### src/common/lsu_pkg.sv
package lsu_pkg;

    localparam int ADDR_W = 32;
    localparam int DATA_W = 32;
    localparam int STRB_W = DATA_W / 8;

    // memory map
    localparam logic [ADDR_W-1:0] SRAM_BASE = 32'h8000_0000;
    localparam int SRAM_WORDS = 256;
    localparam int SRAM_AW = $clog2(SRAM_WORDS); // word index width
    localparam logic [ADDR_W-1:0] CLINT_BASE = 32'h0200_0000;
    localparam logic [ADDR_W-1:0] CLINT_END = 32'h0200_FFFF;
    localparam int CLINT_AW = 16;
    localparam logic [CLINT_AW-1:0] MTIME_LO_OFF = 16'hBFF8;
    localparam logic [CLINT_AW-1:0] MTIME_HI_OFF = 16'hBFFC;

    // pipeline size mask
    localparam logic [1:0] MASK_NONE = 2'd0;
    localparam logic [1:0] MASK_BYTE = 2'd1;
    localparam logic [1:0] MASK_HALF = 2'd2;
    localparam logic [1:0] MASK_WORD = 2'd3;

    // bus transfer size
    localparam logic [2:0] SIZE_B = 3'd0;
    localparam logic [2:0] SIZE_H = 3'd1;
    localparam logic [2:0] SIZE_W = 3'd2;

    localparam logic [1:0] RESP_OKAY = 2'd0;
    localparam logic [1:0] RESP_SLVERR = 2'd2;
    localparam logic [1:0] RESP_DECERR = 2'd3;

endpackage

### src/lsu/lsu_store_align.sv
`timescale 1ns/1ns

module lsu_store_align (
    input  logic [1:0]                  mask,
    input  logic [1:0]                  addr_lo,
    input  logic [lsu_pkg::DATA_W-1:0]  wdata,
    output logic [lsu_pkg::STRB_W-1:0]  strb,
    output logic [2:0]                  size,
    output logic [lsu_pkg::DATA_W-1:0]  wdata_lane
);

    import lsu_pkg::*;

    always_comb begin
        case (mask)
            MASK_BYTE: begin
                strb = 4'b0001 << addr_lo;
                size = SIZE_B;
            end
            MASK_HALF: begin
                strb = addr_lo[1] ? 4'b1100 : 4'b0011; // bit 0 ignored
                size = SIZE_H;
            end
            MASK_WORD: begin
                strb = 4'b1111;
                size = SIZE_W;
            end
            default: begin
                strb = 4'b0000; // no mask, nothing written
                size = SIZE_B;
            end
        endcase
    end

    // move data onto its byte lane
    assign wdata_lane = wdata << {addr_lo, 3'b000};

endmodule

### config.mk
export PLATFORM = sky130hd
export DESIGN_NAME = lsu_store_align
export DESIGN_NICKNAME = d
export VERILOG_FILES = /design/src/common/lsu_pkg.sv /design/src/lsu/lsu_store_align.sv
export SDC_FILE = /design/constraint.sdc
export NUM_CORES = 1
export LEC_CHECK = 0
export ABC_AREA = 1
export BUFFER_PORTS_ARGS = -buffer_cell sky130_fd_sc_hd__buf_2
export CAP_MARGIN = 10
export CORE_MARGIN = 8
export CORE_UTILIZATION = 25
export DETAILED_ROUTE_END_ITERATION = 6
export GPL_TIMING_DRIVEN = 0
export PLACE_DENSITY = 0.61
export SYNTH_ARGS = -nofsm -noshare
export SYNTH_HDL_FRONTEND = slang
export SYNTH_SLANG_ARGS = --single-unit
### constraint.sdc
create_clock -name vclk -period 0.8
set_input_delay 0 -clock vclk [all_inputs]
set_output_delay 0 -clock vclk [all_outputs]
set_load 0.01 [all_outputs]
==> run metrics <==
PD cells=610 nW/um^2; final non-filler cell total=277; CP Class=in2out; most area-hungry cell type in the Yosys netlist=nand2_1; CTS Hold Buffers Added=0; top cells by area, synth=nand2_1, nand3_1, inv_1, nor2_1, nand2_2; DRT iter0 DRCs=51; gr ovfl total=0; fin crit share=95.1%; Psw=437 uW; GRT Resource Usage Total=13.2%; maximum clock frequency=1310 MHz; area delta synth->final=72.9%; Reg power frac=0%; first-pass iteration count of the detailed router=4; fraction of layout cells with a size suffix above 1=43.9%; Post-synth top cells=nand2_1, nand3_1, inv_1; sequential area share after synthesis=0%; drt total wl=3550 um; Post-Syn Nets=202; RSZ-0062 raised after global routing=true; most common cell in the netlist=nand2_1; top cell type's share of synthesized area=34.3%; final hold violations=0; number of global-route vias before repair=1214; die area=5090 sq um; CP Cell Sequence=buf_6 -> buf_12 -> nor2_8 -> inv_2 -> nor2_1 -> buf_2; Final Setup Violations=0; hold path depth=4; Fin Setup TNS=0 ns; Clock power frac=0%; port bufs=72; worst setup path startpoint=addr_lo[1]; Hold Path Origin=wdata[22]; combinational share of power=100.0%; Post-DRT Antenna Nets=0; Buffers & Inverters on Critical Path=4; dpl hpwl=2690 um; clk_buf instances=0; status=completed; Row Count=20; CP Capture Type=output pin; FF+latch area=0 sq um; core box area=2980 sq um; hold crit path type=in2out; Sw Share=54.1%; routed vias=1221; CP max stage delay=0.15 ns; cells after synthesis=166; first-pass GRT wire length=5730 um; crit path DAT=0.76 ns; DR vias/cell=4.41; Worst Path Max Fanout=8; I/O pins=75; initial antenna violation count=0; Mapped Avg Cell Area=4.61 sq um; cell area after synthesis=766 sq um; delay-heaviest family, CP=buffers and inverters; Final Net Count=282; startpoint types=primary input; worst slack at placement=-0.102 ns; max-slew violations=0; MaxCap Viol Count=0; Setup WS post-layout=0.0389 ns; Residual DRC=0; Req. time, crit path=0.80 ns; Synth warnings=0; Inserted Diodes=0; hold endpoint=wdata_lane[22]; gpl congestion=0.737; post-synth cell types=15; height of the chip=71.3 um; worst hold margin=0.294 ns; Lkg Pwr=0.900 nW; Crit-path slowest cell=nor2_8; num sequential=0; largest net degree at the start of global routing=11; placed insts=271; WL/cell=12.8 um; VDD IR max=202 uV; Horiz. Die Dim=71.3 um; fin crit period=0.761 ns; initial cell density of the core=25.7%; internal power=370 uW
## worst max-delay path by stage
| stage | to | slack (ns) | cells past startpoint |
|---|---|---|---|
| CTS | wdata_lane[16] | 0.003 | 6 |
| detailed placement | wdata_lane[4] | -0.10 | 6 |
| finish | wdata_lane[4] | 0.04 | 6 |
| global placement | wdata_lane[4] | -0.1 | 6 |
| floorplan | wdata_lane[10] | 0.22 | 6 |
| global route | wdata_lane[7] | -0.003 | 6 |
## layout make-up
| type | count | area (sq um) |
|---|---|---|
| tap | 33 | 41.3 |
| inverter | 21 | 86.3 |
| fill | 358 | 1650 |
| timing repair buffer | 78 | 455 |
| buffer | 11 | 130 |
| multi-input combinational | 134 | 611 |
## repair_timing
action,4_1_cts,5_1_grt
buffers inserted,3,3
gates resized for setup,2,20
cloned,0,0
hold endpoints to repair,0,0
pin swaps,1,1
setup endpoints to repair,18,19
## metrics by stage
step	util (%)	area (sq um)	power, mW
after CTS	41.0	1220	0.755
after detailed placement	39.2	1170	0.722
after global routing	44.5	1320	0.896
after floorplan	-	766	0.414
final	44.5	1320	0.807
after global placement	39.2	1170	0.724
## kinds of logic (layout without fill, tap and decap cells)
family,count (synthesis),after routing,share of synthesized area [%]
buf+inv,32,110,23.5
other cells,1,1,0.490
simple gates,131,131,74.7
compound gates,2,2,1.31
## worst min-delay path, cell delays in order
cell     delay, ns
buf_2         0.10
nand2_2       0.05
nand3_2       0.05
buf_6         0.09
## metal layers
| layer | up-vias | GRT usage (%) | routed length [um] |
|---|---|---|---|
| li1 | 661 | - | - |
| met1 | 511 | 16.0 | 1560 |
| met2 | 49 | 24.5 | 1710 |
| met3 | 0 | 2.51 | 278 |
| met4 | 0 | 0 | 0 |
| met5 | - | 0 | 0 |
## layout by cell type, fill, tap and decap left out
cell type  count
buf_8          1
clkbuf_1       1
nand3_2        3
buf_2         68
nor2_8         1
o21ai_0        2
nand2_1       66
buf_4          6
inv_8          1
inv_1         18
conb_1         1
nand3_1       32
buf_12         4
nand2_2       12
inv_2          2
buf_6          9
nor2_1        17
## power groups by stage
stage / Combinational (mW) / Clock [mW] / Sequential [mW]
3_5_place_dp: 0.722 / 0 / 0
4_1_cts: 0.755 / 0 / 0
3_3_place_gp: 0.724 / 0 / 0
2_1_floorplan: 0.414 / 0 / 0
5_1_grt: 0.896 / 0 / 0
6_report: 0.807 / 0 / 0
No activity file was read; power rests on OpenSTA's default activity.
