--- src/common/lsu_pkg.sv ---
package lsu_pkg;

    localparam int ADDR_W = 32;
    localparam int DATA_W = 32;
    localparam int STRB_W = DATA_W / 8;

    // memory map
    localparam logic [ADDR_W-1:0] SRAM_BASE = 32'h8000_0000;
    localparam int SRAM_WORDS = 256;
    localparam int SRAM_AW = $clog2(SRAM_WORDS); // word index width
    localparam logic [ADDR_W-1:0] CLINT_BASE = 32'h0200_0000;
    localparam logic [ADDR_W-1:0] CLINT_END = 32'h0200_FFFF;
    localparam int CLINT_AW = 16;
    localparam logic [CLINT_AW-1:0] MTIME_LO_OFF = 16'hBFF8;
    localparam logic [CLINT_AW-1:0] MTIME_HI_OFF = 16'hBFFC;

    // pipeline size mask
    localparam logic [1:0] MASK_NONE = 2'd0;
    localparam logic [1:0] MASK_BYTE = 2'd1;
    localparam logic [1:0] MASK_HALF = 2'd2;
    localparam logic [1:0] MASK_WORD = 2'd3;

    // bus transfer size
    localparam logic [2:0] SIZE_B = 3'd0;
    localparam logic [2:0] SIZE_H = 3'd1;
    localparam logic [2:0] SIZE_W = 3'd2;

    localparam logic [1:0] RESP_OKAY = 2'd0;
    localparam logic [1:0] RESP_SLVERR = 2'd2;
    localparam logic [1:0] RESP_DECERR = 2'd3;

endpackage

--- src/logic/clint_timer.sv ---
`timescale 1ns/1ns

module clint_timer (
    input  logic                         clk,
    input  logic                         reset,
    input  logic                         ar_valid,
    input  logic [lsu_pkg::CLINT_AW-1:0] ar_addr,
    output logic                         ar_ready,
    output logic                         r_valid,
    output logic [lsu_pkg::DATA_W-1:0]   r_data,
    output logic [1:0]                   r_resp,
    input  logic                         r_ready
);

    import lsu_pkg::*;

    logic [63:0] mtime;

    assign ar_ready = ~r_valid; // one read in flight
    assign r_resp = RESP_OKAY;

    always_ff @(posedge clk) begin
        if (reset) begin
            mtime <= '0;
            r_valid <= 1'b0;
        end else begin
            mtime <= mtime + 64'd1;
            if (ar_valid && ar_ready)
                r_valid <= 1'b1;
            else if (r_ready)
                r_valid <= 1'b0;
        end
    end

    always_ff @(posedge clk) begin
        if (ar_valid && ar_ready) begin
            case (ar_addr)
                MTIME_LO_OFF: r_data <= mtime[31:0];
                MTIME_HI_OFF: r_data <= mtime[63:32];
                default:      r_data <= '0; // unused offsets read as zero
            endcase
        end
    end

endmodule

--- config.mk ---
export PLATFORM = sky130hd
export DESIGN_NAME = clint_timer
export DESIGN_NICKNAME = d
export VERILOG_FILES = /design/src/common/lsu_pkg.sv /design/src/logic/clint_timer.sv
export SDC_FILE = /design/constraint.sdc
export NUM_CORES = 1
export LEC_CHECK = 0
export ABC_AREA = 0
export BUFFER_PORTS_ARGS = -buffer_cell sky130_fd_sc_hd__buf_4
export CAP_MARGIN = 20
export CORE_MARGIN = 5
export CORE_UTILIZATION = 58
export DETAILED_ROUTE_END_ITERATION = 10
export MAX_ROUTING_LAYER = met4
export PLACE_DENSITY_LB_ADDON = 0.05
export SLEW_MARGIN = 20
export SYNTH_ARGS = -nofsm -noshare
export SYNTH_HDL_FRONTEND = slang
export SYNTH_SLANG_ARGS = --single-unit
--- constraint.sdc ---
create_clock -name clk -period 2.8 [get_ports clk]
set_input_delay 0.56 -clock clk [delete_from_list [all_inputs] [get_ports clk]]
set_output_delay 0.56 -clock clk [all_outputs]
set_load 0.03 [all_outputs]
==> impl_metrics.ini <==
[placement]
gp_congestion = 0.939
dp_hpwl_mm = 7.83
port_buffers = 53
post_place_cells = 629

[sta]
post-route-period-util_pct = 90.2
timing_max_transition_violations_final = 0
slew_at_the_pin_with_the_worst_max_slew_slack_ps = 636
report.final.hold_viol_count = 0
final.setup_skew_ps = 12.5
max_clock_freq_mhz = 396
period_minus_slack_ps = 2530
worst_case_headroom_to_the_max_slew_limit_pct = 57.5
setup_viol = 0
setup_repair_after_global_routing_missed_its_margin = false
tns_ps = 0

[routing]
drt_iter0_drc = 353
viasPerCell = 5.93
drt_pass1_iterations = 4
route.vias.total = 3824
drcViolationCount = 0
avgRoutedWirePerCell_um = 16.9
routed_wl_mm = 10.9
drt.antenna.violating_nets = 0

[clock_tree]
post_cts.resized_instances = 0
h-tree-depth = 3
cts_buffers = 9
cts_sinks = 97
cts_tree = built
ctsHoldBuffers = 0
ctsLongestPathBuffers = 2
worst_setup_hold_path_clk_slew_ps = 90
root_buffer_cell = sky130_fd_sc_hd__clkbuf_8
post-cts-setup-buffers = 0
clock_latency_of_the_later_clocked_register_in_the_worst_skew_pair_ps = 360

[critical_path]
worst_r2r_endpoint = mtime[45]
crit_path_end_kind = register
timing.critical_path.from = mtime[5]
worst_ep_arrival_time_ps = 2810
worst_setup_path_start_kind = register
setup.worst_path.end = mtime[45]
criticalPathCategory = register to register
critical_path.cell_chain = nand3_1 -> nor3_2 -> nand4_1 -> or3_1 -> a21oi_1
cpPeakStageDelay_ps = 610
r2r_setup_slack_ps = 270
required_ps = 3080
crit_path_top_delay_cell = sky130_fd_sc_hd__nand4_1
timing.rr.start = mtime[5]
crit_fanout = 14
rr_worst_depth = 5

[logic_synthesis]
post_synth_adder_cell_area_pct = 0.274
ys.warnings.count = 0
multiplexer_share_of_the_synthesized_area_pct = 7.25
largest_family_of_logic_cells_by_synthesized_area = simple AND/OR/NAND/NOR gates
synth-simple-area-share_pct = 26.5
syn_area_per_cell_um2 = 9.45
synth-seq-cells = 97
fraction_of_the_mapped_netlist_area_in_compound_gates_pct = 7.72
syn-cell-area_um2 = 4570
syn-instance-count = 484
synth-xor-area-share_pct = 5.75
share_of_synthesized_area_occupied_by_flip_flops_and_latches_pct = 49.5
post_synthesis_cell_type_count = 40

[floorplanning]
die_h_um = 98.8
die-area_um2 = 9760
floorplan.rows = 32
ioPinCount = 56
initial_utilization_pct = 59.5
dieWidth_um = 98.8
core_region_area_um2 = 7690

[layout]
finalNetCount = 559
post_route_cells_drive_above_1_share_pct = 16.9
filler_cell_count = 627
layout-area-overhead-vs-synth_pct = 16.7
final_cells = 645
antenna_cells_inserted = 0

[run]
timing.max_cap.violations = 0

[global_route]
total_global_routing_track_utilization_pct = 23.6
grt_antenna_before_repair = 0
pin_count_of_the_biggest_net_entering_global_routing = 47
first_global_vias = 3644
grt_first_pass_wirelength_mm = 18.3
grt_remaining_overflow = 0

[min_path]
hp-class = input pin to register

[power_and_ir_drop]
total_leakage_power_uw = 0.00182
pwr_density_cell_nw_per_um2 = 520
worst_ir_drop_on_vdd_mv = 0.289

[outcome]
result_of_the_run = finished clean
-- Yosys cell counts (all sizes together) --
master  count  area share [%]
nand4      33             4.8
mux2i      32             7.0
and4        2            0.38
mux2        1            0.25
or3        19             2.6
nand2      26             2.2
nor2       75             6.2
or4        16             2.6
xnor2       5            0.96
nor2b       4            0.55
nand3      31             3.5
xor2       25             4.8
and2        1            0.14
o21ai      17             1.9
nor4b       1            0.19
nand3b      2            0.33
a21oi      31             3.4
ha          1            0.27
or4b        1            0.22
dfxtp      65              28
conb        1           0.082
nor4        5             1.0
and3        2            0.27
or2         1            0.14
buf        10             1.3
clkbuf     14             1.1
inv         6            0.49
a211oi      1            0.16
nor3       10             1.5
edfxtp     32              21
o31ai      14             2.3
-- cells by family after synthesis --
kind of cell / after synthesis
AO/OA/AOI/OAI: 63
flip-flops: 97
AND/OR/NAND/NOR: 229
multiplexers: 33
adder cells (fa/ha/maj): 1
buffers and inverters: 30
other: 1
XOR/XNOR: 30
-- state kept, by name, summed over array words and instances (netlist names) --
register and flops:
r_data 32, mtime 64, r_valid 1
-- cells in the final DEF, fill, tap and decap left out, types with 3 or more instances in the layout --
master and n:
sky130_fd_sc_hd__nor2_1 75, sky130_fd_sc_hd__buf_4 66, sky130_fd_sc_hd__dfxtp_1 65, sky130_fd_sc_hd__mux2i_1 32, sky130_fd_sc_hd__edfxtp_1 32, sky130_fd_sc_hd__nand4_1 31
sky130_fd_sc_hd__a21oi_1 31, sky130_fd_sc_hd__nand3_1 30, sky130_fd_sc_hd__nand2_1 25, sky130_fd_sc_hd__xor2_1 25, sky130_fd_sc_hd__or3_1 19, sky130_fd_sc_hd__o21ai_0 17
sky130_fd_sc_hd__or4_1 16, sky130_fd_sc_hd__o31ai_1 14, sky130_fd_sc_hd__clkbuf_8 9, sky130_fd_sc_hd__nor3_1 8, sky130_fd_sc_hd__inv_1 6, sky130_fd_sc_hd__xnor2_1 5
sky130_fd_sc_hd__nor4_1 4, sky130_fd_sc_hd__nor2b_1 3, sky130_fd_sc_hd__bufinv_16 3
-- per-stage QoR --
step	total power, uW	setup WS [ps]	hold WS, ps	util, %	area (um2)
2_1_floorplan	1630	368	441	-	4580
3_3_place_gp	1690	452	459	66.2	5090
3_5_place_dp	1700	275	476	66.2	5090
4_1_cts	2780	264	373	69.4	5340
5_1_grt	2860	74.5	381	69.4	5340
6_report	2780	273	377	69.4	5340
-- critical path, delay by kind of cell, from the launching register on --
kind	cells	cell delay, ps
flip-flops	1	430
AO/OA/AOI/OAI	1	160
AND/OR/NAND/NOR	4	1880
-- where the power goes --
| part | leakage (uW) | internal, uW | total, uW | switching (uW) |
|---|---|---|---|---|
| clock | 0.000120 | 601 | 1110 | 511 |
| combinational | 0.000857 | 63.9 | 174 | 110 |
| sequential | 0.000843 | 1480 | 1490 | 11.8 |
-- routing by layer --
metal / GRT usage [%] / up-vias / part of all wire, %
met1: 34.0 / 1804 / 47
li1: - / 1874 / -
met4: 7.25 / 0 / 2.0
met3: 4.60 / 25 / 6.5
met5: - / - / 0
met2: 33.7 / 121 / 44
-- final cells by class --
class / count / area, um2 / area share, %
multi-input cells: 358 / 2180 / 40.9
inverters: 6 / 22.5 / 0.422
well taps: 102 / 128 / 2.39
clock inverters: 7 / 124 / 2.32
clock buffers: 9 / 124 / 2.32
flip-flops and latches: 97 / 2260 / 42.4
repair buffers: 66 / 495 / 9.28
-- how the worst min path moves through the flow --
stage / slack (ps) / endpoint / start / depth (start not counted)
6_report: 380 / r_valid / r_ready / 2
5_1_grt: 380 / r_valid / r_ready / 2
4_1_cts: 370 / r_valid / r_ready / 2
3_5_place_dp: 480 / mtime[0] / mtime[0] / 1
3_3_place_gp: 460 / mtime[0] / mtime[0] / 1
2_1_floorplan: 440 / mtime[0] / mtime[0] / 1
Power figures use the tool's default switching activity.
