<file path="config.mk">
export PLATFORM = sky130hd
export DESIGN_NAME = lsu_bus_ctrl
export DESIGN_NICKNAME = d
export VERILOG_FILES = /design/src/common/lsu_pkg.sv /design/src/lsu/lsu_bus_ctrl.sv
export SDC_FILE = /design/constraint.sdc
export NUM_CORES = 1
export LEC_CHECK = 0
export CORE_AREA = 4 4 100 102
export DETAILED_ROUTE_END_ITERATION = 8
export DIE_AREA = 0 0 104 106
export DONT_BUFFER_PORTS = 1
export GPL_ROUTABILITY_DRIVEN = 0
export GPL_TIMING_DRIVEN = 0
export HOLD_SLACK_MARGIN = 0.08
export PLACE_DENSITY = 0.55
export SLEW_MARGIN = 20
export SYNTH_ARGS = -nofsm -noshare
export SYNTH_HDL_FRONTEND = slang
export SYNTH_SLANG_ARGS = --single-unit
</file>
<file path="constraint.sdc">
create_clock -name clk -period 28.6 [get_ports clk]
set_clock_uncertainty 0.15 [all_clocks]
set_input_delay 5.72 -clock clk [delete_from_list [all_inputs] [get_ports clk]]
set_output_delay 5.72 -clock clk [all_outputs]
set_load 0.05 [all_outputs]
</file>
<file path="src/common/lsu_pkg.sv">
package lsu_pkg;

    localparam int ADDR_W = 32;
    localparam int DATA_W = 32;
    localparam int STRB_W = DATA_W / 8;

    // memory map
    localparam logic [ADDR_W-1:0] SRAM_BASE = 32'h8000_0000;
    localparam int SRAM_WORDS = 256;
    localparam int SRAM_AW = $clog2(SRAM_WORDS); // word index width
    localparam logic [ADDR_W-1:0] CLINT_BASE = 32'h0200_0000;
    localparam logic [ADDR_W-1:0] CLINT_END = 32'h0200_FFFF;
    localparam int CLINT_AW = 16;
    localparam logic [CLINT_AW-1:0] MTIME_LO_OFF = 16'hBFF8;
    localparam logic [CLINT_AW-1:0] MTIME_HI_OFF = 16'hBFFC;

    // pipeline size mask
    localparam logic [1:0] MASK_NONE = 2'd0;
    localparam logic [1:0] MASK_BYTE = 2'd1;
    localparam logic [1:0] MASK_HALF = 2'd2;
    localparam logic [1:0] MASK_WORD = 2'd3;

    // bus transfer size
    localparam logic [2:0] SIZE_B = 3'd0;
    localparam logic [2:0] SIZE_H = 3'd1;
    localparam logic [2:0] SIZE_W = 3'd2;

    localparam logic [1:0] RESP_OKAY = 2'd0;
    localparam logic [1:0] RESP_SLVERR = 2'd2;
    localparam logic [1:0] RESP_DECERR = 2'd3;

endpackage

</file>
<file path="src/lsu/lsu_bus_ctrl.sv">
`timescale 1ns/1ns

module lsu_bus_ctrl (
    input  logic                        clk,
    input  logic                        reset,
    input  logic                        ready,
    input  logic                        ren,
    input  logic                        wen,
    input  logic [lsu_pkg::ADDR_W-1:0]  addr,
    input  logic [2:0]                  size,
    input  logic [lsu_pkg::STRB_W-1:0]  strb,
    input  logic [lsu_pkg::DATA_W-1:0]  wdata_lane,
    output logic [lsu_pkg::DATA_W-1:0]  rd_word,
    output logic                        done,
    output logic                        err,
    output logic                        busy,
    output logic                        ar_valid,
    output logic [lsu_pkg::ADDR_W-1:0]  ar_addr,
    output logic [2:0]                  ar_size,
    input  logic                        ar_ready,
    input  logic                        r_valid,
    input  logic [lsu_pkg::DATA_W-1:0]  r_data,
    input  logic [1:0]                  r_resp,
    output logic                        r_ready,
    output logic                        aw_valid,
    output logic [lsu_pkg::ADDR_W-1:0]  aw_addr,
    output logic [2:0]                  aw_size,
    input  logic                        aw_ready,
    output logic                        w_valid,
    output logic [lsu_pkg::DATA_W-1:0]  w_data,
    output logic [lsu_pkg::STRB_W-1:0]  w_strb,
    input  logic                        w_ready,
    input  logic                        b_valid,
    input  logic [1:0]                  b_resp,
    output logic                        b_ready
);

    import lsu_pkg::*;

    typedef enum logic [1:0] {ST_IDLE, ST_ADDR, ST_WDATA, ST_RESP} state_t;

    state_t state;
    logic is_wr;
    logic start;
    logic [ADDR_W-1:0] addr_q;
    logic [2:0] size_q;
    logic [STRB_W-1:0] strb_q;
    logic [DATA_W-1:0] wdata_q;

    // no restart in the cycle done is up, requester still holds enables
    assign start = ready & (ren | wen) & (state == ST_IDLE) & ~done;
    assign busy = (state != ST_IDLE);

    always_ff @(posedge clk) begin
        if (reset) begin
            state <= ST_IDLE;
            done <= 1'b0;
            err <= 1'b0;
        end else begin
            done <= 1'b0;
            err <= 1'b0;
            case (state)
                ST_IDLE: if (start) state <= ST_ADDR;
                ST_ADDR: begin
                    if (is_wr && aw_ready)
                        state <= ST_WDATA;
                    else if (!is_wr && ar_ready)
                        state <= ST_RESP;
                end
                ST_WDATA: if (w_ready) state <= ST_RESP;
                default: begin
                    if (is_wr ? b_valid : r_valid) begin
                        state <= ST_IDLE;
                        done <= 1'b1;
                        err <= is_wr ? (b_resp != RESP_OKAY) : (r_resp != RESP_OKAY);
                    end
                end
            endcase
        end
    end

    always_ff @(posedge clk) begin
        if (start) begin
            is_wr <= wen; // write wins if both set
            addr_q <= addr;
            size_q <= size;
            strb_q <= strb;
            wdata_q <= wdata_lane;
        end
        if (state == ST_RESP && !is_wr && r_valid)
            rd_word <= r_data;
    end

    assign ar_valid = (state == ST_ADDR) & ~is_wr;
    assign aw_valid = (state == ST_ADDR) & is_wr;
    assign w_valid = (state == ST_WDATA);
    assign ar_addr = addr_q;
    assign aw_addr = addr_q;
    assign ar_size = size_q;
    assign aw_size = size_q;
    assign w_data = wdata_q;
    assign w_strb = strb_q;
    assign r_ready = 1'b1;
    assign b_ready = 1'b1;

endmodule

</file>
==> impl_metrics.ini <==
[status]
status = finished clean

[logic_synthesis]
yosysTopAreaCell = edfxtp_1
synthCells = 179
synth_area_um2 = 3730
netlist.area_leader.share_pct = 83.7
yosys_warnings = 0
yosysSeqAreaShare_pct = 85.8
ys_ff_latch = 108
synth_area_leaders = edfxtp_1 (84%), buf_4 (7.4%), dfxtp_1 (2.1%)
avgSynthCellArea_um2 = 20.8
synth.distinct_cells = 24

[final_layout]
drive_above_1_share_pct = 35.2
diodes = 0
fin_cells = 321
fill_cells = 783
nets = 326
area_delta_synth_final_pct = 11.3

[global_routing]
grt.total_usage_pct = 14.0
use_met3_pct = 11.2
use_met2_pct = 24.0
grt_max_degree = 20
grt_pass1_wl_um = 11100
busiest_layer = met2
grt_pass1_vias = 1747
grtUsageMet1_pct = 12.2
grt.overflow.total = 0
antenna_found_initial = 3

[placed_design]
dp.cells = 305
pre_cts_ws_ns = 20.50
port_buffers = 0
dp_hpwl_um = 6540

[floorplan]
die_x_um = 104
ios = 263
rows = 35
die_y_um = 106
initial_core_util_pct = 41.0
core_area_um2 = 9110
dieArea_um2 = 11000

[clock_tree]
post_cts_resized = 0
clk_pin_slew_ns = 0.09
clockBufferDepth = 2
clkLatencyLatePin_ns = 0.35
cts_max_level = 3
cts_tree = built
numCtsBuffers = 9
cts-root-buf = clkbuf_8
cts_hold_buf = 0
clkSinkCount = 108
post_cts_buffers = 0

[critical_path]
cp_slowest_stage_delay_ns = 0.55
cp_slowest_cell = nor4_2
crit_path_max_fanout = 7
worst_path_dominant_cell_family = buffers and inverters
crit_arrival_ns = 7.51
crit_path_start_kind = input pin
path_buf_inv = 7
crit_type = input pin to register
path_cells = inv_1 -> nor4_2 -> buf_4 -> buf_4 -> buf_2 -> buf_2 -> buf_2 -> buf_2
cp.required_ns = 28.51
endpoint_kind = register
path_common_cell = buf_2

[sta]
fmax_mhz = 132
fin_tns_setup_ns = 0
hold_viol_final = 0
rsz0062_at_grt = no
slew_viol_final = 0
tightest_slew_ns = 0.694
setup_viol = 0
fin_ws_ns = 21.00
layout_worst_path_cycle_share_pct = 26.6
slew_headroom_pct = 53.5
min_period_ns = 7.60

[job]
maxCapViolCount = 0

[drt]
first_pass_iters = 3
num_vias = 1617
post_drt_wl_per_cell_um = 24.9
routed_wl_um = 7980
drc = 0
antenna_left = 0
viasPerCell = 5.04
drtIter0Drc = 43

[power]
power.total_mw = 0.451
ir_drop_uv = 36.2
p_leak_nw = 1.45
p_per_area_nw_per_um2 = 109

[worst_hold_path]
min-delay-path-class = register to register
layout by cell type (no fill, tap or decap), drive strengths merged:
master,n
edfxtp,104
buf,52
clkbuf,9
inv,9
ha,4
dfxtp,4
clkinvlp,3
o311ai,3
nor2,2
o41ai,2
nand2,2
conb,2
nor3b,2
and2b,1
and2,1
nor4,1
nor3,1
mux2i,1
a21boi,1
nand2b,1
a22o,1
o31a,1
nor2b,1
o311a,1
clkinv,1
worst min-delay path, cell delays in order (launching register included):
cell and delay, ns:
dfxtp_1 0.35, o311ai_1 0.08, o41ai_1 0.07
where the power goes:
part           internal (mW)  switching, mW  total [mW]
combinational         0.0220         0.0629      0.0850
sequential             0.203         0.0781       0.281
clock                 0.0330         0.0515      0.0845
total                  0.258          0.193       0.451
stage by stage:
step           instance area (um2)  hold WS (ns)  util (%)
6_report                      4150         0.382      45.6
4_1_cts                       4150         0.393      45.6
5_1_grt                       4150         0.409      45.6
3_3_place_gp                  3870         0.369      42.5
3_5_place_dp                  3970         0.379      43.6
2_1_floorplan                 3730         0.335         -
cells by family after synthesis:
logic type                 share of synthesized area, %
other                                             0.101
buffers and inverters                              8.35
DFF                                                85.8
muxes                                             0.268
adders and majority gates                          1.34
AOI/OAI and AO/OA                                  2.15
and+or+nand+nor                                    1.95
worst paths after layout:
check             startpoint          end  slack [ns]  depth (start not counted)
setup / recovery       ready  ar_addr[17]       21.00                          8
hold / removal      state[0]     state[0]        0.38                          2
setup reg to reg    state[0]  ar_addr[17]       25.41                         10
hold reg to reg     state[0]     state[0]        0.38                          2
metal layers:
metal / routed length [um] / part of all wire [%]
met5: 46 / 0.58
met4: 95 / 1.2
met3: 1200 / 15
met2: 4260 / 53
met1: 2380 / 30
final cells by class:
cell class | count | area (um2) | share of cell area, %
inverter | 6 | 22.5 | 0.542
clock inverter | 7 | 58.8 | 1.42
tap | 111 | 139 | 3.34
sequential | 108 | 3200 | 77.1
buffer | 38 | 289 | 6.96
multi-input combinational | 28 | 231 | 5.57
clock buffer | 9 | 124 | 2.98
timing repair buffer | 14 | 85.1 | 2.05
synthesized netlist by cell type (all sizes together):
master	n
o311ai	3
o41ai	2
and2b	1
dfxtp	4
mux2i	1
nor2b	1
inv	6
edfxtp	104
nand2b	1
and2	1
o31a	1
a21boi	1
nor3	1
nor3b	2
nand2	2
o311a	1
conb	1
ha	4
nor2	2
buf	38
nor4	1
a22o	1
state kept, by name (all words and copies together), names as in the netlist:
name and count:
done 1, err 1, w_data 32, rd_word 32
w_strb 4, state 2, ar_size 3, is_wr 1
ar_addr 32
Note: power is estimated with default switching activity, not from simulation.
