[src/common/lsu_pkg.sv]
package lsu_pkg;

    localparam int ADDR_W = 32;
    localparam int DATA_W = 32;
    localparam int STRB_W = DATA_W / 8;

    // memory map
    localparam logic [ADDR_W-1:0] SRAM_BASE = 32'h8000_0000;
    localparam int SRAM_WORDS = 256;
    localparam int SRAM_AW = $clog2(SRAM_WORDS); // word index width
    localparam logic [ADDR_W-1:0] CLINT_BASE = 32'h0200_0000;
    localparam logic [ADDR_W-1:0] CLINT_END = 32'h0200_FFFF;
    localparam int CLINT_AW = 16;
    localparam logic [CLINT_AW-1:0] MTIME_LO_OFF = 16'hBFF8;
    localparam logic [CLINT_AW-1:0] MTIME_HI_OFF = 16'hBFFC;

    // pipeline size mask
    localparam logic [1:0] MASK_NONE = 2'd0;
    localparam logic [1:0] MASK_BYTE = 2'd1;
    localparam logic [1:0] MASK_HALF = 2'd2;
    localparam logic [1:0] MASK_WORD = 2'd3;

    // bus transfer size
    localparam logic [2:0] SIZE_B = 3'd0;
    localparam logic [2:0] SIZE_H = 3'd1;
    localparam logic [2:0] SIZE_W = 3'd2;

    localparam logic [1:0] RESP_OKAY = 2'd0;
    localparam logic [1:0] RESP_SLVERR = 2'd2;
    localparam logic [1:0] RESP_DECERR = 2'd3;

endpackage

[src/lsu/lsu_load_extend.sv]
`timescale 1ns/1ns

module lsu_load_extend (
    input  logic [lsu_pkg::DATA_W-1:0]  rd_word,
    input  logic [1:0]                  addr_lo,
    input  logic [1:0]                  mask,
    input  logic                        sign,
    output logic [lsu_pkg::DATA_W-1:0]  rdata
);

    import lsu_pkg::*;

    logic [DATA_W-1:0] shifted;

    assign shifted = rd_word >> {addr_lo, 3'b000}; // addressed byte to lane 0

    always_comb begin
        case (mask)
            MASK_BYTE: rdata = {{24{sign & shifted[7]}}, shifted[7:0]};
            MASK_HALF: rdata = {{16{sign & shifted[15]}}, shifted[15:0]};
            MASK_WORD: rdata = shifted;
            default:   rdata = '0;
        endcase
    end

endmodule

[config.mk]
export PLATFORM = sky130hd
export DESIGN_NAME = lsu_load_extend
export DESIGN_NICKNAME = d
export VERILOG_FILES = /design/src/common/lsu_pkg.sv /design/src/lsu/lsu_load_extend.sv
export SDC_FILE = /design/constraint.sdc
export NUM_CORES = 1
export LEC_CHECK = 0
export BUFFER_PORTS_ARGS = -buffer_cell sky130_fd_sc_hd__buf_4
export CAP_MARGIN = 20
export CORE_MARGIN = 1.5
export CORE_UTILIZATION = 38
export DETAILED_ROUTE_END_ITERATION = 16
export PLACE_DENSITY = 0.84
export SLEW_MARGIN = 20
export SYNTH_ARGS = -nofsm -noshare
export SYNTH_HDL_FRONTEND = slang
export SYNTH_SLANG_ARGS = --single-unit
[constraint.sdc]
create_clock -name vclk -period 1.9
set_input_delay 0.57 -clock vclk [all_inputs]
set_output_delay 0.57 -clock vclk [all_outputs]
set_load 0.01 [all_outputs]
==> results.txt, run 1 <==
* Result of the run: finished, violations left
* Violations in the final reports: negative setup slack
- Post-Syn Area per Cell: 7.36 sq um
- The pre-antenna-repair detailed-routing pass consisted of 4 iterations.
- Dividing the final minimum period by the clock period gives 1.18.
- Detailed router's first-iteration violation count: 32
- The number of global-route vias before repair was 1239.
- The count of buffers added on input and output ports is 69.
* Critical path origin: addr_lo[1]
* Placement-stage cell area: 1640 sq um
- The floorplan step set the die width to 50.6 um.
- For this run, the register share of the synthesized area comes to 0.
- Along the worst path, the maximum fanout reaches 6.
- For this configuration, the core starts out at a cell density of 0.397.
- CP Capture Type: primary output
* Maximum number of pins on one net before global-route repair: 21
- Detail-routed net length per standard cell: 15.8 um
- Of the total synthesized cell area, the portion taken by XOR and XNOR cells is 0.
- Min setup slack post-route: -0.348 ns
- Of the post-synthesis cell area, the dominant cell type holds 0.122.
- Clk_buf instances: 0
* Number of maximum-capacitance violations: 0
- Die Y: 50.6 um
- Post-route core utilization: 0.843
- In this run the most critical hold path is launched from rd_word[30].
- Across the VDD grid, the largest voltage drop is 0.207 mV.
* Syn Nets: 154
* Number of hold violations in the final report: 0
* Cell leakage power: 0.948 nW
- Number of antenna violations at the first check in global routing: 0
* Layout overhead on the synthesized area: 112%
- In this run the remaining antenna-violating nets after routing total 0.
* Post-Synth Simple-Gate Area: 0.366
- After synthesis, the cell types taking the most area are a211oi_1, nand4_1, mux2_2.
- The congestion estimate from routability-driven global placement came to 0.772.
* Critical path start-end classification: in -> out
- For the finished layout, the period the worst path requires is 2.25 ns.
- Nature of the critical path startpoint: primary input
* Global-route congestion overflow total: 0
- Via count: 1393
- Detailed placement ended at an HPWL of 2640 um.
- The share of the synthesized area in compound gates (AO/OA/AOI/OAI) came to 0.301.
- Summed over all failing endpoints, the final setup total negative slack is -7.21 ns.
* Required time of the worst setup path: 1.33 ns
- The die covers 2560 sq um.
- Overall routed net length: 3740 um
- There are 0 flip-flops and latches.
- Counting the fill cells in the layout gives 123.
- Total inserted antenna cells: 0
* Fraction of final layout cells with drive strength greater than 1: 0.694
- Most used cells in the layout excluding fill and tap cells: buf_4, nand4_1, nand2_1
- Number of hold-repair buffers added at the cts stage: 0
* DR DRC count: 0
- Slew of the pin with the lowest slew margin: 0.282 ns
- Pwr per Cell Area: 264 nW/um^2
- For this run, the total global-route usage over all layers was measured as 0.256.
- The multi-input combinational cells in the finished layout cover a total of 905 sq um.
- Final Max Tran Viols: 0
- Cell taking the most area after synthesis: a211oi_1
- Post-synthesis cell type count: 24
- Share of synthesized area spent on multiplexers: 0.233
- F_max: 445 MHz
- Max-Slew Margin vs Limit: 0.811
- Path category of the worst min-delay check: in -> out
- Site row count: 17
* Most frequent standard cell in the layout excluding fill and tap cells: buf_4
* Register Area: 0 sq um
- Core area: 2170 sq um
- Summing all non-filler instances in the final layout gives an area of 1830 sq um.
- Count of warnings emitted by yosys: 0
- Via-to-Cell Ratio: 5.88
- Of the total synthesized cell area, the portion taken by full adders, half adders and majority gates is 0.
- After synthesis, the largest family of logic cells by area is simple AND/OR/NAND/NOR gates.
- Setup repair after global routing could not meet its margin everywhere.
- First-pass GRT wire length: 5260 um
- Counting every instance in the synthesized netlist gives 117.
- Post-Syn Area: 861 sq um
* # nets final: 248
- Final setup fails: 32
* Boundary Pins: 69
* Data arrival time of the critical path: 1.68 ns
-- final timing paths --
check | cells after the start | end
setup / recovery | 6 | rdata[12]
hold / removal | 4 | rdata[30]
-- repair_timing --
action	in CTS	in global routing
endpoints found under the hold margin	0	0
pin swaps	2	9
cloned	0	1
setup endpoints to repair	32	32
resized for setup	5	28
setup buffers	1	2
-- per-layer routing --
metal	wire length, um	up-vias	GRT usage
met5	0	-	0
met4	51	0	0.0270
met3	292	6	0.0208
met2	1890	87	0.507
met1	1510	648	0.301
li1	-	652	-
-- power by group --
part / internal [mW] / switching [mW] / leakage (nW)
sequential: 0 / 0 / 0
clock: 0 / 0 / 0
combinational: 0.274 / 0.208 / 0.948
total: 0.274 / 0.208 / 0.948
-- cell usage after synthesis (all sizes together) --
cell     count
nand2       15
nand4       16
nand4b       1
and3b        5
o211ai       1
and3         1
mux2i        8
a21oi        9
nor2         2
buf         11
nor3b        1
a211oi      14
a2bb2oi      7
nor2b        8
nor4bb       1
a221oi       2
nand3b       2
clkbuf       3
mux2        10
-- critical path, cell delays in order --
cell	delay, ns
buf_8	0.11
mux2_4	0.34
a221oi_4	0.29
buf_6	0.17
a21oi_1	0.05
buf_4	0.14
-- kinds of logic after synthesis --
| family | after synthesis |
|---|---|
| AND/OR/NAND/NOR | 52 |
| multiplexers | 18 |
| AO/OA/AOI/OAI | 33 |
| buffers and inverters | 14 |
-- stage by stage --
stage                     power [mW]  hold slack [ns]  worst slack (ns)  std cells
after detailed placement       0.428             1.46            -0.399        233
after global routing           0.512             1.49            -0.388        237
final                          0.482             1.46            -0.348        237
after CTS                      0.438             1.46            -0.366        234
after global placement         0.418             1.45            -0.358        233
after floorplan                0.200             1.27            -0.161        117
-- area by class of cell --
type / instances / share of cell area
tap: 28 / 0.0192
timing repair buffer: 106 / 0.486
multi-input combinational: 103 / 0.495
(Power assumes the default switching activity.)
==> inputs of run 2 (changes only) <==
--- a/config.mk
+++ b/config.mk
@@ -5,12 +5,13 @@
 export SDC_FILE = /design/constraint.sdc
 export NUM_CORES = 1
 export LEC_CHECK = 0
-export BUFFER_PORTS_ARGS = -buffer_cell sky130_fd_sc_hd__buf_4
 export CAP_MARGIN = 20
 export CORE_MARGIN = 1.5
-export CORE_UTILIZATION = 38
+export CORE_UTILIZATION = 47
 export DETAILED_ROUTE_END_ITERATION = 16
-export PLACE_DENSITY = 0.84
+export DONT_BUFFER_PORTS = 1
+export GPL_TIMING_DRIVEN = 0
+export PLACE_DENSITY = 0.67
 export SLEW_MARGIN = 20
 export SYNTH_ARGS = -nofsm -noshare
 export SYNTH_HDL_FRONTEND = slang
==> run 2 against run 1 <==
Net effect: the flow still finishes with violations (negative setup slack); flip-flop and latch count is the same; critical path depth shrank 1; global-route usage grew 0.37 points; die area shrank 18%; via count shrank 27%.
==> results.txt, run 2 (synthesis gave the netlist of run 1 again) <==
* Overall routed net length: 3070 um (-18%)
- Internal power of the cells: 143 uW (-48%)
- Number of antenna violations at the first check in global routing: 0 (unchanged)
- Nature of the critical path startpoint: primary input
* Site row count: 15 (-2)
- Unrepaired setup endpoints after global routing: yes
- The maximum number of pins on one net before global-route repair came to 11 (-48%).
- The max-slew violation count is 0 (unchanged).
- Violations in the final reports: negative setup slack
* Number of hold-repair buffers added at the cts stage: 0 (unchanged)
- The net switching power figure was 166 uW (-20%).
* Required time of the worst setup path: 1.33 ns (about the same)
- The data arrival time at the worst-slack endpoint is 1.55 ns (-0.13 ns).
- Detail-routed net length per standard cell: 21.0 um (+33%)
* Path category of the worst min-delay check: in -> out
* Final period util: 1.11 (-0.0698)
- Routability Congestion: 0.784 (+1.7%)
* Final Total Pwr: 310 uW (-36%)
- Pwr per Cell Area: 257 nW/um^2 (-2.4%)
- First-pass GRT wire length: 4080 um (-22%)
- The number of instances in the placed design came to 142 (-39%).
- Number of global-route vias before repair: 833 (-33%)
- The number of filler cells placed in the layout is 142 (+15%).
* Die Y: 45.8 um (-9.5%)
- The leakage power figure came to 0.494 nW (-48%).
- First-pass iteration count of the detailed router: 4 (unchanged)
- Compared with the post-synthesis result, the final layout area differs by 39.8%.
- The overall track demand over capacity in global routing is 0.259 (+0.00370).
- Quantity of I/O buffers inserted on ports: 0 (-100%)
- The headroom to the max-slew limit is 0.723 (-0.0882).
- The starting density of the core was 0.499 (+0.102).
- Core area: 1730 sq um (-20%)
- Clk_buf instances: 0 (unchanged)
- Shortest clock period the worst path allows after layout: 2.12 ns (-0.133 ns)
- F_max: 473 MHz (+6.3%)
- The total grt overflow came to 0 (unchanged).
* Seq cells: 0 (unchanged)
* HPWL reported at the end of detailed placement: 2130 um (-19%)
* Most used cells in the layout excluding fill and tap cells: nand4_1, nand2_1, mux2_2, nor2b_1
- Largest vdd supply drop: 0.132 mV (-36%)
- DR DRC count: 0 (unchanged)
- The worst setup path is captured at a primary output.
- Register Area: 0 sq um (unchanged)
- The die outline area was 2100 sq um (-18%).
- Min setup slack post-route: -0.216 ns (+0.133 ns)
- Result of the run: finished, violations left
- Total inserted antenna cells: 0 (unchanged)
* Number of maximum-capacitance violations: 0 (unchanged)
- The maximum fanout along the worst path is 7 (+1).
- Via count: 1016 (-27%)
- Part of the total power dissipated in sequential elements: 0 (unchanged)
* Area taken by multi-input logic gates: 961 sq um (+6.2%)
- Sw Share: 0.537 (+0.106)
- The transition time of the tightest slew-check pin is 0.415 ns (+0.133 ns).
- Critical path start-end classification: in -> out
- Horizontal extent of the die: 45.8 um (-9.5%)
* Clock power share: 0 (unchanged)
- Setup slack at placement: -0.278 ns (+0.121 ns)
- The number of nets in the finished design came to 160 (-35%).
* Accumulated negative setup slack: -3.99 ns (+3.23 ns)
- Detailed router's first-iteration violation count: 16 (-50%)
- Number of nets still failing antenna checks after routing: 0 (unchanged)
* Number of hold violations in the final report: 0 (unchanged)
- Boundary Pins: 69 (unchanged)
- Leaving out fill and tap cells, the most frequent cell in the layout is nand4_1.
* Gate power share: 1.000 (about the same)
* Fin cells: 146 (-38%)
* Via-to-Cell Ratio: 6.96 (+18%)
- The share of cells above drive strength 1 is 0.488 (-0.206).
* Final setup fails: 28 (-13%)
==> run 2: changes by cell type in the layout (fill, tap and decap cells not counted), moves of 2 or more <==
| cell | before | now |
|---|---|---|
| and3b_1 | 3 | 5 |
| mux2i_1 | 5 | 3 |
| a211oi_2 | 9 | 7 |
| mux2i_2 | 3 | 5 |
| buf_4 | 95 | 5 |
| a211oi_4 | 0 | 3 |
| buf_8 | 1 | 3 |
| a21oi_2 | 5 | 7 |
| a21oi_1 | 4 | 1 |
| clkbuf_4 | 0 | 2 |
| and3b_2 | 2 | 0 |
| buf_12 | 4 | 2 |
==> run 2: final timing paths <==
path | endpoint | from | cells past startpoint | slack, ns
setup / recovery | rdata[12] | addr_lo[1] | 5 | -0.22
hold / removal | rdata[31] | rd_word[31] | 2 | 1.29
==> run 2: routing by layer <==
layer,GRT usage,wire length (um),share of wire
met1,0.381,1320,0.43
met2,0.411,1390,0.45
met3,0.0357,300,0.098
met4,0.0286,58,0.019
met5,0,0,0
==> run 2: cell type report <==
type	instances	share of cell area
Buffer	13	0.116
Tap cell	25	0.0260
Multi-Input combinational cell	103	0.798
Timing Repair Buffer	5	0.0593
==> run 2: timing repair <==
item	4_1_cts	5_1_grt
setup endpoints to repair	32	32
buffers inserted	3	1
hold endpoints to repair	0	0
cloned	0	1
pin swaps	10	6
resized for setup	24	23
==> run 2: stage by stage <==
| stage | utilization | hold slack (ns) | area, sq um |
|---|---|---|---|
| after floorplan | - | 1.27 | 903 |
| after global placement | 0.541 | 1.28 | 935 |
| after detailed placement | 0.541 | 1.29 | 935 |
| after CTS | 0.623 | 1.29 | 1080 |
| after global routing | 0.697 | 1.30 | 1200 |
| final | 0.697 | 1.29 | 1200 |
==> run 2: worst max-delay path: stages <==
cell      delay (ns)
buf_12          0.11
mux2_4          0.33
a221oi_4        0.31
buf_12          0.17
a21oi_2         0.05
==> run 2: power by group through the flow <==
stage / combinational (mW) / sequential [mW] / clock, mW
after floorplan: 0.200 / 0 / 0
after global placement: 0.226 / 0 / 0
after detailed placement: 0.229 / 0 / 0
after CTS: 0.271 / 0 / 0
after global routing: 0.328 / 0 / 0
final: 0.310 / 0 / 0
